[config.mk]
export PLATFORM = sky130hd
export DESIGN_NAME = issue_read_operands
export DESIGN_NICKNAME = d
export VERILOG_FILES = /design/src/design/issue_pkg.sv /design/src/design/issue_read_operands.sv /design/src/design/operand_dispatch.sv /design/src/design/issue_ctrl.sv /design/src/design/operand_hazard.sv /design/src/design/int_regfile.sv
export VERILOG_INCLUDE_DIRS = /design/src /design/src/include
export SDC_FILE = /design/constraint.sdc
export NUM_CORES = 2
export LEC_CHECK = 0
export BUFFER_PORTS_ARGS = -buffer_cell sky130_fd_sc_hd__buf_2
export CELL_PAD_IN_SITES_DETAIL_PLACEMENT = 0
export CELL_PAD_IN_SITES_GLOBAL_PLACEMENT = 1
export CORE_MARGIN = 2
export CORE_UTILIZATION = 34
export DETAILED_ROUTE_END_ITERATION = 8
export GPL_TIMING_DRIVEN = 0
export PLACE_DENSITY = 0.66
export SLEW_MARGIN = 20
export SYNTH_ARGS = -nofsm -noshare
export SYNTH_HDL_FRONTEND = slang
export SYNTH_HIERARCHICAL = 1
export SYNTH_SLANG_ARGS = --single-unit
[constraint.sdc]
create_clock -name clk_i -period 4.7 [get_ports clk_i]
set_clock_uncertainty 0.05 [all_clocks]
set_input_delay 0.94 -clock clk_i [delete_from_list [all_inputs] [get_ports clk_i]]
set_output_delay 0.94 -clock clk_i [all_outputs]
set_load 0.01 [all_outputs]
[src/include/issue_config.svh]
`ifndef ISSUE_CONFIG_SVH
`define ISSUE_CONFIG_SVH

// --------------------
// datapath sizing
// --------------------
`define ISSUE_XLEN 32
`define ISSUE_NR_REGS 32

// write ports coming back from the commit stage
`define ISSUE_NR_COMMIT 2
// scoreboard tag width
`define ISSUE_TRANS_ID_BITS 3

`endif
[src/design/issue_pkg.sv]
`include "issue_config.svh"

package issue_pkg;

    // --------------------
    // plain vector types
    // --------------------
    typedef logic [`ISSUE_XLEN-1:0] xlen_t;
    typedef logic [$clog2(`ISSUE_NR_REGS)-1:0] reg_addr_t;
    typedef logic [`ISSUE_TRANS_ID_BITS-1:0] trans_id_t;
    // operation code, opaque to this stage
    typedef logic [5:0] fu_op_t;

    // target functional unit, fu_none must stay at code zero
    typedef enum logic [2:0] {
        fu_none,
        fu_load,
        fu_store,
        fu_alu,
        fu_ctrl_flow,
        fu_mult,
        fu_csr
    } fu_t;

    // --------------------
    // bundles
    // --------------------
    // one decoded instruction as presented by the scoreboard
    typedef struct packed {
        xlen_t     pc;
        fu_t       fu;
        fu_op_t    op;
        reg_addr_t rs1;
        reg_addr_t rs2;
        reg_addr_t rd;
        xlen_t     imm;
        trans_id_t trans_id;
        logic      use_imm;
        logic      use_pc;
        logic      use_zimm;
        logic      ex_valid;
    } issue_instr_t;

    // scoreboard answer for one source lookup
    typedef struct packed {
        logic  valid;
        xlen_t value;
    } sb_operand_t;

    // one commit write into the integer register file
    typedef struct packed {
        logic      we;
        reg_addr_t waddr;
        xlen_t     wdata;
    } commit_port_t;

    // unit still writing each register, fu_none when free
    typedef fu_t [`ISSUE_NR_REGS-1:0] clobber_table_t;

    // ID/EX payload towards the units
    typedef struct packed {
        fu_t       fu;
        fu_op_t    op;
        xlen_t     operand_a;
        xlen_t     operand_b;
        xlen_t     imm;
        trans_id_t trans_id;
    } fu_data_t;

endpackage

[src/design/issue_read_operands.sv]
`include "issue_config.svh"

module issue_read_operands (
    input  logic                                           clk_i,
    input  logic                                           rst_ni,
    input  logic                                           flush_i,
    // scoreboard issue port
    input  issue_pkg::issue_instr_t                        issue_instr_i,
    input  logic                                           issue_valid_i,
    output logic                                           issue_ack_o,
    // scoreboard operand lookup
    output issue_pkg::reg_addr_t                           rs1_o,
    output issue_pkg::reg_addr_t                           rs2_o,
    input  issue_pkg::sb_operand_t                         rs1_sb_i,
    input  issue_pkg::sb_operand_t                         rs2_sb_i,
    input  issue_pkg::clobber_table_t                      clobber_i,
    // commit writes
    input  issue_pkg::commit_port_t [`ISSUE_NR_COMMIT-1:0] commit_i,
    // units
    input  logic                                           alu_ready_i,
    input  logic                                           lsu_ready_i,
    output issue_pkg::fu_data_t                            fu_data_o,
    output issue_pkg::xlen_t                               pc_o,
    output logic                                           alu_valid_o,
    output logic                                           branch_valid_o,
    output logic                                           mult_valid_o,
    output logic                                           lsu_valid_o,
    output logic                                           csr_valid_o
);
    import issue_pkg::*;

    xlen_t rdata_a;
    xlen_t rdata_b;
    logic  forward_rs1;
    logic  forward_rs2;
    logic  stall;
    logic  issue_fire;

    assign issue_fire = issue_valid_i && issue_ack_o;

    int_regfile int_regfile_inst (
        .clk_i     (clk_i),
        .rst_ni    (rst_ni),
        .raddr_a_i (issue_instr_i.rs1),
        .raddr_b_i (issue_instr_i.rs2),
        .rdata_a_o (rdata_a),
        .rdata_b_o (rdata_b),
        .commit_i  (commit_i)
    );

    operand_hazard operand_hazard_inst (
        .issue_instr_i (issue_instr_i),
        .clobber_i     (clobber_i),
        .rs1_sb_i      (rs1_sb_i),
        .rs2_sb_i      (rs2_sb_i),
        .rs1_o         (rs1_o),
        .rs2_o         (rs2_o),
        .forward_rs1_o (forward_rs1),
        .forward_rs2_o (forward_rs2),
        .stall_o       (stall)
    );

    // the registered mult valid doubles as the in-flight flag
    issue_ctrl issue_ctrl_inst (
        .issue_instr_i   (issue_instr_i),
        .issue_valid_i   (issue_valid_i),
        .clobber_i       (clobber_i),
        .commit_i        (commit_i),
        .stall_i         (stall),
        .alu_ready_i     (alu_ready_i),
        .lsu_ready_i     (lsu_ready_i),
        .mult_inflight_i (mult_valid_o),
        .issue_ack_o     (issue_ack_o)
    );

    operand_dispatch operand_dispatch_inst (
        .clk_i          (clk_i),
        .rst_ni         (rst_ni),
        .flush_i        (flush_i),
        .issue_instr_i  (issue_instr_i),
        .issue_fire_i   (issue_fire),
        .rdata_a_i      (rdata_a),
        .rdata_b_i      (rdata_b),
        .rs1_sb_i       (rs1_sb_i),
        .rs2_sb_i       (rs2_sb_i),
        .forward_rs1_i  (forward_rs1),
        .forward_rs2_i  (forward_rs2),
        .fu_data_o      (fu_data_o),
        .pc_o           (pc_o),
        .alu_valid_o    (alu_valid_o),
        .branch_valid_o (branch_valid_o),
        .mult_valid_o   (mult_valid_o),
        .lsu_valid_o    (lsu_valid_o),
        .csr_valid_o    (csr_valid_o)
    );

endmodule

[src/design/operand_dispatch.sv]
module operand_dispatch (
    input  logic                    clk_i,
    input  logic                    rst_ni,
    input  logic                    flush_i,
    input  issue_pkg::issue_instr_t issue_instr_i,
    input  logic                    issue_fire_i,
    input  issue_pkg::xlen_t        rdata_a_i,
    input  issue_pkg::xlen_t        rdata_b_i,
    input  issue_pkg::sb_operand_t  rs1_sb_i,
    input  issue_pkg::sb_operand_t  rs2_sb_i,
    input  logic                    forward_rs1_i,
    input  logic                    forward_rs2_i,
    output issue_pkg::fu_data_t     fu_data_o,
    output issue_pkg::xlen_t        pc_o,
    output logic                    alu_valid_o,
    output logic                    branch_valid_o,
    output logic                    mult_valid_o,
    output logic                    lsu_valid_o,
    output logic                    csr_valid_o
);
    import issue_pkg::*;

    // one bit per unit, at most one set
    typedef struct packed {
        logic alu;
        logic branch;
        logic mult;
        logic lsu;
        logic csr;
    } unit_valid_t;

    fu_data_t    fu_data_d, fu_data_q;
    unit_valid_t valid_d, valid_q;
    xlen_t       pc_q;

    // --------------------
    // operand select
    // --------------------
    always_comb begin
        fu_data_d.fu       = issue_instr_i.fu;
        fu_data_d.op       = issue_instr_i.op;
        fu_data_d.imm      = issue_instr_i.imm;
        fu_data_d.trans_id = issue_instr_i.trans_id;

        // later checks override earlier ones
        fu_data_d.operand_a = forward_rs1_i ? rs1_sb_i.value : rdata_a_i;
        if (issue_instr_i.use_pc) begin
            fu_data_d.operand_a = issue_instr_i.pc;
        end
        if (issue_instr_i.use_zimm) begin
            fu_data_d.operand_a = xlen_t'(issue_instr_i.rs1);
        end

        fu_data_d.operand_b = forward_rs2_i ? rs2_sb_i.value : rdata_b_i;
        // stores and branches still need rs2, their imm rides in the imm field
        if (issue_instr_i.use_imm && (issue_instr_i.fu != fu_store)
                && (issue_instr_i.fu != fu_ctrl_flow)) begin
            fu_data_d.operand_b = issue_instr_i.imm;
        end
    end

    // --------------------
    // unit valid decode
    // --------------------
    always_comb begin
        valid_d = '0;
        if (issue_fire_i && !issue_instr_i.ex_valid && !flush_i) begin
            case (issue_instr_i.fu)
                fu_alu:            valid_d.alu    = 1'b1;
                fu_ctrl_flow:      valid_d.branch = 1'b1;
                fu_mult:           valid_d.mult   = 1'b1;
                fu_load, fu_store: valid_d.lsu    = 1'b1;
                fu_csr:            valid_d.csr    = 1'b1;
                default:           valid_d        = '0;
            endcase
        end
    end

    // ID/EX register, payload follows the issue port every cycle
    always_ff @(posedge clk_i or negedge rst_ni) begin
        if (!rst_ni) begin
            fu_data_q    <= '0;
            fu_data_q.fu <= fu_none;
            valid_q      <= '0;
            pc_q         <= '0;
        end else begin
            fu_data_q <= fu_data_d;
            valid_q   <= valid_d;
            pc_q      <= issue_instr_i.pc;
        end
    end

    assign fu_data_o      = fu_data_q;
    assign pc_o           = pc_q;
    assign alu_valid_o    = valid_q.alu;
    assign branch_valid_o = valid_q.branch;
    assign mult_valid_o   = valid_q.mult;
    assign lsu_valid_o    = valid_q.lsu;
    assign csr_valid_o    = valid_q.csr;

endmodule

[src/design/issue_ctrl.sv]
`include "issue_config.svh"

module issue_ctrl (
    input  issue_pkg::issue_instr_t                        issue_instr_i,
    input  logic                                           issue_valid_i,
    input  issue_pkg::clobber_table_t                      clobber_i,
    input  issue_pkg::commit_port_t [`ISSUE_NR_COMMIT-1:0] commit_i,
    input  logic                                           stall_i,
    input  logic                                           alu_ready_i,
    input  logic                                           lsu_ready_i,
    input  logic                                           mult_inflight_i,
    output logic                                           issue_ack_o
);
    import issue_pkg::*;

    logic fu_busy;
    logic rd_free;
    logic rd_commit;

    // --------------------
    // unit busy select
    // --------------------
    always_comb begin
        case (issue_instr_i.fu)
            fu_alu, fu_ctrl_flow, fu_csr, fu_mult: fu_busy = !alu_ready_i;
            fu_load, fu_store:                     fu_busy = !lsu_ready_i;
            default:                               fu_busy = 1'b0;
        endcase
    end

    // --------------------
    // WAW check
    // --------------------
    assign rd_free = (clobber_i[issue_instr_i.rd] == fu_none);

    // destination retires this cycle, so the old writer is gone
    always_comb begin
        rd_commit = 1'b0;
        for (int i = 0; i < `ISSUE_NR_COMMIT; i++) begin
            if (commit_i[i].we && (commit_i[i].waddr == issue_instr_i.rd)) begin
                rd_commit = 1'b1;
            end
        end
    end

    always_comb begin
        issue_ack_o = 1'b0;
        if (issue_valid_i) begin
            if (!stall_i && !fu_busy && (rd_free || rd_commit)) begin
                issue_ack_o = 1'b1;
            end
            // exceptions and unit-less ops just drain from the scoreboard
            if (issue_instr_i.ex_valid || (issue_instr_i.fu == fu_none)) begin
                issue_ack_o = 1'b1;
            end
        end
        // a multiply in flight blocks all but another multiply
        if (mult_inflight_i && (issue_instr_i.fu != fu_mult)) begin
            issue_ack_o = 1'b0;
        end
    end

endmodule

[src/design/operand_hazard.sv]
module operand_hazard (
    input  issue_pkg::issue_instr_t   issue_instr_i,
    input  issue_pkg::clobber_table_t clobber_i,
    input  issue_pkg::sb_operand_t    rs1_sb_i,
    input  issue_pkg::sb_operand_t    rs2_sb_i,
    output issue_pkg::reg_addr_t      rs1_o,
    output issue_pkg::reg_addr_t      rs2_o,
    output logic                      forward_rs1_o,
    output logic                      forward_rs2_o,
    output logic                      stall_o
);
    import issue_pkg::*;

    // unit currently owning each source register
    fu_t rs1_owner;
    fu_t rs2_owner;

    // scoreboard lookup uses the raw source indices
    assign rs1_o = issue_instr_i.rs1;
    assign rs2_o = issue_instr_i.rs2;

    assign rs1_owner = clobber_i[issue_instr_i.rs1];
    assign rs2_owner = clobber_i[issue_instr_i.rs2];

    // --------------------
    // source checks
    // --------------------
    always_comb begin
        forward_rs1_o = 1'b0;
        forward_rs2_o = 1'b0;
        stall_o       = 1'b0;

        // with zimm the rs1 field is an immediate, nothing to wait for
        if (!issue_instr_i.use_zimm && (rs1_owner != fu_none)) begin
            // csr results only come through the register file
            if (rs1_sb_i.valid && (rs1_owner != fu_csr)) begin
                forward_rs1_o = 1'b1;
            end else begin
                stall_o = 1'b1;
            end
        end

        // rs2 has no immediate alias
        if (rs2_owner != fu_none) begin
            if (rs2_sb_i.valid && (rs2_owner != fu_csr)) begin
                forward_rs2_o = 1'b1;
            end else begin
                stall_o = 1'b1;
            end
        end
    end

endmodule

[src/design/int_regfile.sv]
`include "issue_config.svh"

module int_regfile (
    input  logic                                         clk_i,
    input  logic                                         rst_ni,
    input  issue_pkg::reg_addr_t                         raddr_a_i,
    input  issue_pkg::reg_addr_t                         raddr_b_i,
    output issue_pkg::xlen_t                             rdata_a_o,
    output issue_pkg::xlen_t                             rdata_b_o,
    input  issue_pkg::commit_port_t [`ISSUE_NR_COMMIT-1:0] commit_i
);
    import issue_pkg::*;

    // x0 has no storage, the read side returns zero for it
    xlen_t regs_q [1:`ISSUE_NR_REGS-1];

    // --------------------
    // write side
    // --------------------
    always_ff @(posedge clk_i or negedge rst_ni) begin
        if (!rst_ni) begin
            for (int r = 1; r < `ISSUE_NR_REGS; r++) begin
                regs_q[r] <= '0;
            end
        end else begin
            // later ports overwrite earlier ones on the same index
            for (int p = 0; p < `ISSUE_NR_COMMIT; p++) begin
                if (commit_i[p].we && (commit_i[p].waddr != '0)) begin
                    regs_q[commit_i[p].waddr] <= commit_i[p].wdata;
                end
            end
        end
    end

    // --------------------
    // read side
    // --------------------
    // no write bypass, a same cycle commit shows up one cycle later
    assign rdata_a_o = (raddr_a_i == '0) ? '0 : regs_q[raddr_a_i];
    assign rdata_b_o = (raddr_b_i == '0) ? '0 : regs_q[raddr_b_i];

endmodule

## Word level (Yosys, flattened, before mapping)

Cells that the tools add are included.

| operators by class | value |
|---|---|
| magnitude comparators | 9 |
| eq/ne operators | 13 |
| muxes and demuxes | 48 |
| bitwise logic cells | 4 |
| reductions and logical operators | 36 |

Operators by type and width:

| operator | number |
|---|---|
| 992-bit bitwise mux | 2 |
| 992-bit 2-to-1 mux | 2 |
| 32-bit 2-to-1 mux | 13 |
| 32-bit binary-select mux with 5-bit select | 2 |
| 32-bit demux with 5-bit select | 2 |
| 3-bit binary-select mux with 5-bit select | 3 |
| 6-bit >= comparator (second input constant) | 4 |
| 5-bit inverter with 6-bit output | 4 |
| 1-bit 2-to-1 mux | 19 |
| 5-bit by 6-bit < comparator with 1-bit output (second input constant) | 3 |
| 1-bit logical AND | 17 |
| 6-bit by 1-bit < comparator with 1-bit output (second input constant) | 2 |
| 3-bit inequality test (second input constant) | 4 |
| 5-bit == test | 2 |
| 5-bit logical NOT | 2 |
| 5-bit nonzero test | 2 |
| 3-bit == test (second input constant) | 3 |
| 3-bit 2-to-1 mux | 3 |
| 1-bit logical NOT | 7 |
| 3-bit by 2-bit == test with 1-bit output (second input constant) | 2 |
| 3-bit logical NOT | 2 |
| 3-bit nonzero test | 2 |
| 5-bit 2-to-1 mux | 1 |
| 4-bit OR reduction | 1 |
| other kinds (5) | 6 |

| word-level totals | value |
|---|---|
| register bits after elaboration | 1137 |
| bits of input ports | 339 |
| output and inout port bits | 156 |
| word-level logic and storage cells | 153 |

## Depth between registers and ports, before layout

| logic depth | value |
|---|---|
| word-level depth | 19 |
| gate-level depth with buffers | 16 |

## Modules after synthesis

The synthesis kept the hierarchy.

Modules (own cells, without submodules):

| module | instances | cells each | area an instance (µm²) | seq. area each (µm²) |
|---|---|---|---|---|
| int_regfile | 1 | 5873 | 62033.2 | 24823.8 |
| operand_dispatch | 1 | 343 | 5377.7 | 3628.5 |
| operand_hazard | 1 | 192 | 1915.6 | 0.0 |
| issue_ctrl | 1 | 108 | 703.2 | 0.0 |
| issue_read_operands | 1 | 1 | 6.3 | 0.0 |

## Worst setup path before layout

OpenSTA, ideal clock, no wires.

| path | value |
|---|---|
| path kind | input to output |
| from | input port issue_instr_i[49] (netlist bit) |
| to | output port issue_ack_o |
| arrival | 3431 ps |
| data required time | 3710 ps |
| path slack | 279 ps |
| cell stages on the path | 11 |
| path buffers | 1 |
| path through | buf_6 > mux4_1 > mux2_2 > nand3_1 > and4_4 > nor2b_2 > a2bb2oi_1 > o22ai_1 > or4b_2 > a31oi_1 > a21o_1 |

| between the ends | value |
|---|---|
| longest elaborated chain between the ends | 15 |

RTL lines:

| element | RTL line | RTL |
|---|---|---|
| start: declaration | issue_read_operands.sv:8 | `input issue_pkg::issue_instr_t issue_instr_i,` |
| 3-bit binary-select mux with 5-bit select * | operand_hazard.sv:22 | `assign rs1_owner = clobber_i[issue_instr_i.rs1];` |
| 3-bit 2-to-1 mux (implied by the code) * | operand_hazard.sv:22 |  |
| 3-bit inequality test | operand_hazard.sv:36 | `if (rs1_sb_i.valid && (rs1_owner != fu_csr)) begin` |
| 1-bit logical AND | operand_hazard.sv:36 |  |
| 1-bit 2-to-1 mux | operand_hazard.sv:36 |  |
| 1-bit 2-to-1 mux * | operand_hazard.sv:34 | `if (!issue_instr_i.use_zimm && (rs1_owner != fu_none)) begin` |
| 1-bit 2-to-1 mux | operand_hazard.sv:45 | `if (rs2_sb_i.valid && (rs2_owner != fu_csr)) begin` |
| 1-bit 2-to-1 mux * | operand_hazard.sv:44 | `if (rs2_owner != fu_none) begin` |
| net stall | issue_read_operands.sv:36 | `logic stall;` |
| 1-bit logical NOT * | issue_ctrl.sv:49 | `if (!stall_i && !fu_busy && (rd_free \|\| rd_commit)) begin` |
| 1-bit logical AND * (2 in series) | issue_ctrl.sv:49 |  |
| 1-bit 2-to-1 mux * | issue_ctrl.sv:49 |  |
| 1-bit 2-to-1 mux * | issue_ctrl.sv:53 | `if (issue_instr_i.ex_valid \|\| (issue_instr_i.fu == fu_none)) begin` |
| 1-bit 2-to-1 mux * | issue_ctrl.sv:48 | `if (issue_valid_i) begin` |
| 1-bit 2-to-1 mux * | issue_ctrl.sv:58 | `if (mult_inflight_i && (issue_instr_i.fu != fu_mult)) begin` |
| end: declaration | issue_read_operands.sv:10 | `output logic issue_ack_o,` |

The timed path passes the listed nets; every way through them passes the cells marked *. The select of a mux whose other input is x is not followed.

## Worst setup path in the final report

| path | value |
|---|---|
| from | input port issue_instr_i[44] (netlist bit) |
| to | output port issue_ack_o |

| between the ends | value |
|---|---|
| longest elaborated chain between the ends | 13 |

RTL lines:

| element | RTL line | RTL |
|---|---|---|
| 3-bit binary-select mux with 5-bit select * | operand_hazard.sv:23 | `assign rs2_owner = clobber_i[issue_instr_i.rs2];` |
| 3-bit 2-to-1 mux (implied by the code) * | operand_hazard.sv:23 |  |
| 3-bit inequality test | operand_hazard.sv:45 |  |
| 1-bit logical AND | operand_hazard.sv:45 |  |
| 1-bit 2-to-1 mux | operand_hazard.sv:45 |  |
| 1-bit 2-to-1 mux * | operand_hazard.sv:44 |  |
| net stall | issue_read_operands.sv:36 |  |
| 1-bit logical NOT * | issue_ctrl.sv:49 |  |
| 1-bit logical AND * (2 in series) | issue_ctrl.sv:49 |  |
| 1-bit 2-to-1 mux * | issue_ctrl.sv:49 |  |
| 1-bit 2-to-1 mux * | issue_ctrl.sv:53 |  |
| 1-bit 2-to-1 mux * | issue_ctrl.sv:48 |  |
| 1-bit 2-to-1 mux * | issue_ctrl.sv:58 |  |

Marked as above.

==> impl_metrics.tcl <==
set metrics [dict create \
    final_cell_mix "mux2i_1 (1137), dfrtp_1 (1137), buf_2 (661), nor2_1 (599), nand2_1 (585)" \
    chipWidth_um 457.9 \
    syn_avg_cell_area_um2 10.75 \
    first_pass_iters 8 \
    p_per_area_mw_per_mm2 446.6 \
    hpwl_um 323200 \
    synthArstFlopShare 1.000 \
    h-tree-depth 4 \
    syn-num-nets 6856 \
    crit_path_end_kind "primary output" \
    drc 0 \
    synth_compound_area_frac 0.1123 \
    critPathBufInv 3 \
    root_buffer "clkbuf_16" \
    place.gp.congestion 1.044 \
    routed_wl_um 392800 \
    startpoint_type "input port" \
    crit_chain "buf_12 -> buf_12 -> mux4_2 -> o211ai_1 -> o311ai_4 -> mux2_4 -> o22ai_2 -> or4b_4 -> a31oi_4 -> a21o_1 -> buf_2" \
    synthCells 6517 \
    min_path_type "input port to asynchronous set/reset pin" \
    outcome "finished with violations" \
    drv_cap 0 \
    slowest_delay_ns 0.61 \
    crit_fanout 6 \
    rsz0062_at_grt "yes" \
    vias 61550 \
    synthAdderAreaFrac 0 \
    grt_antenna_before_repair 38 \
    synthesis.area_mm2 0.07004 \
    wl_met2_um 170400 \
    topRoutingLayerUsed "met5" \
    cts_buffer_depth 3 \
    synth_warnings 6 \
    cts.sinks 1137 \
    design_area_mm2 0.08167 \
    finish.utilization 0.3988 \
    cts_hold_buffers 0 \
    cts_made_buffers 142 \
    yosys.area_share.simple 0.08273 \
    leakage_nw 35.79 \
    cts_tree "yes" \
    initial_core_util 0.3420 \
    slowest_stage "or4b_4" \
    crit_end "issue_ack_o" \
    core_area_mm2 0.2048 \
    gr-total-overflow 0 \
    ff2ff_path_depth 6 \
    max_clock_freq_ghz 0.2064 \
    cpMostUsedCell "buf_12" \
    rows 166 \
    synth-xor-area-share 0.001983 \
    fin_nets 7516 \
    r2r_end "operand_dispatch_inst/fu_data_o[36]$_DFF_PN0_" \
    wl_met3_um 40460 \
    cp_num_cells 11 \
    first_iter_violations 8560 \
    r2r_setup_slack_ns 1.82 \
    rr_startpoint "int_regfile_inst/regs_q[129]$_DFF_PN0_" \
    via_per_inst 6.160 \
    synth-seq-cells 1137 \
    pin_count 495 \
    muxShareOfSynthArea 0.3479 \
    ys.flop_type "dfrtp_1" \
    area_delta_synth_final_pct 16.61 \
    clock_latency_ns 0.84 \
    synth_top_family_by_area "multiplexers" \
    synth-seq-area-share 0.4063 \
    required_ns 3.71 \
    m1WireLength_um 151800 \
    timing_worst_setup_path_type "input port to primary output" \
    grt.total_usage 0.3665 \
    dieArea_mm2 0.2096 \
    crit_family "compound AO/OA/AOI/OAI gates" \
    grt_pass1_wl_um 523400 \
    max_slew_margin 0.1328 \
    grt_max_degree 127 \
    postRouteAntennaNets 0 \
    finalCritPeriodShare 1.031 \
    hold_slack_ns -0.01341 \
    die_h_um 457.9 \
    critPathArrivalTime_ns 3.86 \
    final-hold-violation-count 3 \
    ir_drop_uv 364.2 \
    crit_start "issue_instr_i[44]" \
    setup_viol 11 \
    placed_area_mm2 0.07626 \
    avgRoutedWirePerCell_um 39.31 \
    slew_viol_final 0 \
    violations "negative hold slack, negative setup slack" \
    synthDistinctLibCells 80 \
    io_buffers 488 \
    grt_pass1_vias 59380 \
    finalWorstSetupSlack_ns -0.1459 \
    tightest_slew_ns 1.296 \
    post-route-min-period_ns 4.846 \
    n_fill_cell 20100 \
    clk_pin_slew_ns 0.06 \
    synth_edf_count 0 \
    drive_gt1_frac 0.2379 \
]
## where the power goes
group | leakage, nW | switching (mW) | total [mW] | internal [mW]
Sequential | 13.8 | 2.52 | 14.7 | 12.2
Combinational | 19.6 | 5.52 | 10.0 | 4.49
Clock | 2.39 | 4.84 | 11.8 | 6.91
Total | 35.8 | 12.9 | 36.5 | 23.6
## kinds of logic (layout without fill, tap and decap cells)
group / Yosys count / in the layout
xor gates and xnor gates: 15 / 15
muxes: 1818 / 1818
AOI/OAI and AO/OA: 1400 / 1400
buffers and inverters: 757 / 1525
other: 0 / 19
and+or+nand+nor: 1390 / 1390
DFF: 1137 / 1137
## worst reg2reg max path, cell delays in order, from the launching register on
cell and delay (ns):
dfrtp_1 0.42, mux4_1 0.58, mux2i_1 0.17, o22ai_1 0.33
a211o_1 0.52, mux2_2 0.32, mux2_1 0.35
## layer usage
metal  global-route usage  up-vias
li1                     -    25220
met1               0.4607    31510
met5              0.01056        -
met3               0.1073      932
met4               0.2350       16
met2               0.5494     3878
## repair_timing
item,CTS,global route
setup buffers,6,8
endpoints found under the setup margin,9,1
resized for setup,56,41
pin swaps,9,14
gates cloned,0,1
## metrics by stage
stage | worst slack, ns | hold slack, ns | instances | total power, mW | TNS (ns)
floorplan | 0.2792 | 0.4770 | 6517 | 19.53 | 0
global placement | -24.42 | 0.4949 | 9693 | 23.86 | -
CTS | -0.2356 | 0.004942 | 9966 | 36.01 | -0.2356
global route | -0.1537 | 0.04848 | 9975 | 37.59 | -0.1537
detailed placement | -1.412 | 0.5090 | 9708 | 24.19 | -27.87
finish | -0.1459 | -0.01341 | 9992 | 36.47 | -0.9907
## synth_stat cells (all sizes together) (4+ instances only)
master / instances / area share
a31oi: 23 / 0.0021
or2: 4 / 0.00036
o311ai: 6 / 0.00075
xor2: 9 / 0.0011
a21oi: 526 / 0.038
clkbuf: 473 / 0.025
o211ai: 5 / 0.00054
a2bb2oi: 13 / 0.0016
nand4: 8 / 0.00071
a21boi: 4 / 0.00043
a221oi: 18 / 0.0023
or3: 5 / 0.00045
dfrtp: 1137 / 0.41
inv: 9 / 0.00048
mux2i: 1144 / 0.16
nor4: 18 / 0.0018
nand3b: 5 / 0.00054
mux4: 469 / 0.15
nor3: 20 / 0.0018
nor2b: 25 / 0.0023
a22oi: 57 / 0.0061
and2: 10 / 0.00089
xnor2: 6 / 0.00086
mux2: 205 / 0.033
nor2: 610 / 0.033
a221o: 20 / 0.0029
a211o: 34 / 0.0043
nand3: 33 / 0.0024
nand2b: 27 / 0.0024
a211oi: 26 / 0.0028
o21a: 12 / 0.0013
nand2: 586 / 0.031
o21ai: 545 / 0.039
nor3b: 6 / 0.00071
nor4b: 11 / 0.0014
o22ai: 94 / 0.0084
buf: 275 / 0.023
## cell type report
class	instances	area [um^2]	area share
Inverter	9	33.78	0.0004137
Clock buffer	205	4185	0.05125
Multi-Input combinational cell	4623	38380	0.4700
Timing Repair Buffer	518	3013	0.03689
Buffer	746	3516	0.04305
Sequential cell	1137	28450	0.3484
Clock inverter	47	675.6	0.008273
Tap cell	2688	3363	0.04118
Antenna cell	19	47.55	0.0005822
## flip-flops by register name (all words and copies together) (netlist names)
register                              flops
int_regfile_inst/regs_q                 992
operand_dispatch_inst/fu_data_o         108
operand_dispatch_inst/pc_o               32
operand_dispatch_inst/alu_valid_o         1
operand_dispatch_inst/branch_valid_o      1
operand_dispatch_inst/csr_valid_o         1
operand_dispatch_inst/lsu_valid_o         1
operand_dispatch_inst/mult_valid_o        1
## worst min path at each step
stage,from,to,slack (ns),cells past startpoint
CTS,rst_ni,operand_dispatch_inst/fu_data_o[63]$_DFF_PN0_,0.005,1
global placement,int_regfile_inst/regs_q[636]$_DFF_PN0_,int_regfile_inst/regs_q[636]$_DFF_PN0_,0.49,2
floorplan,int_regfile_inst/regs_q[611]$_DFF_PN0_,int_regfile_inst/regs_q[611]$_DFF_PN0_,0.48,2
global route,rst_ni,operand_dispatch_inst/fu_data_o[63]$_DFF_PN0_,0.05,1
detailed placement,int_regfile_inst/regs_q[625]$_DFF_PN0_,int_regfile_inst/regs_q[625]$_DFF_PN0_,0.51,2
finish,rst_ni,operand_dispatch_inst/fu_data_o[63]$_DFF_PN0_,-0.01,1
(Power assumes the default switching activity.)
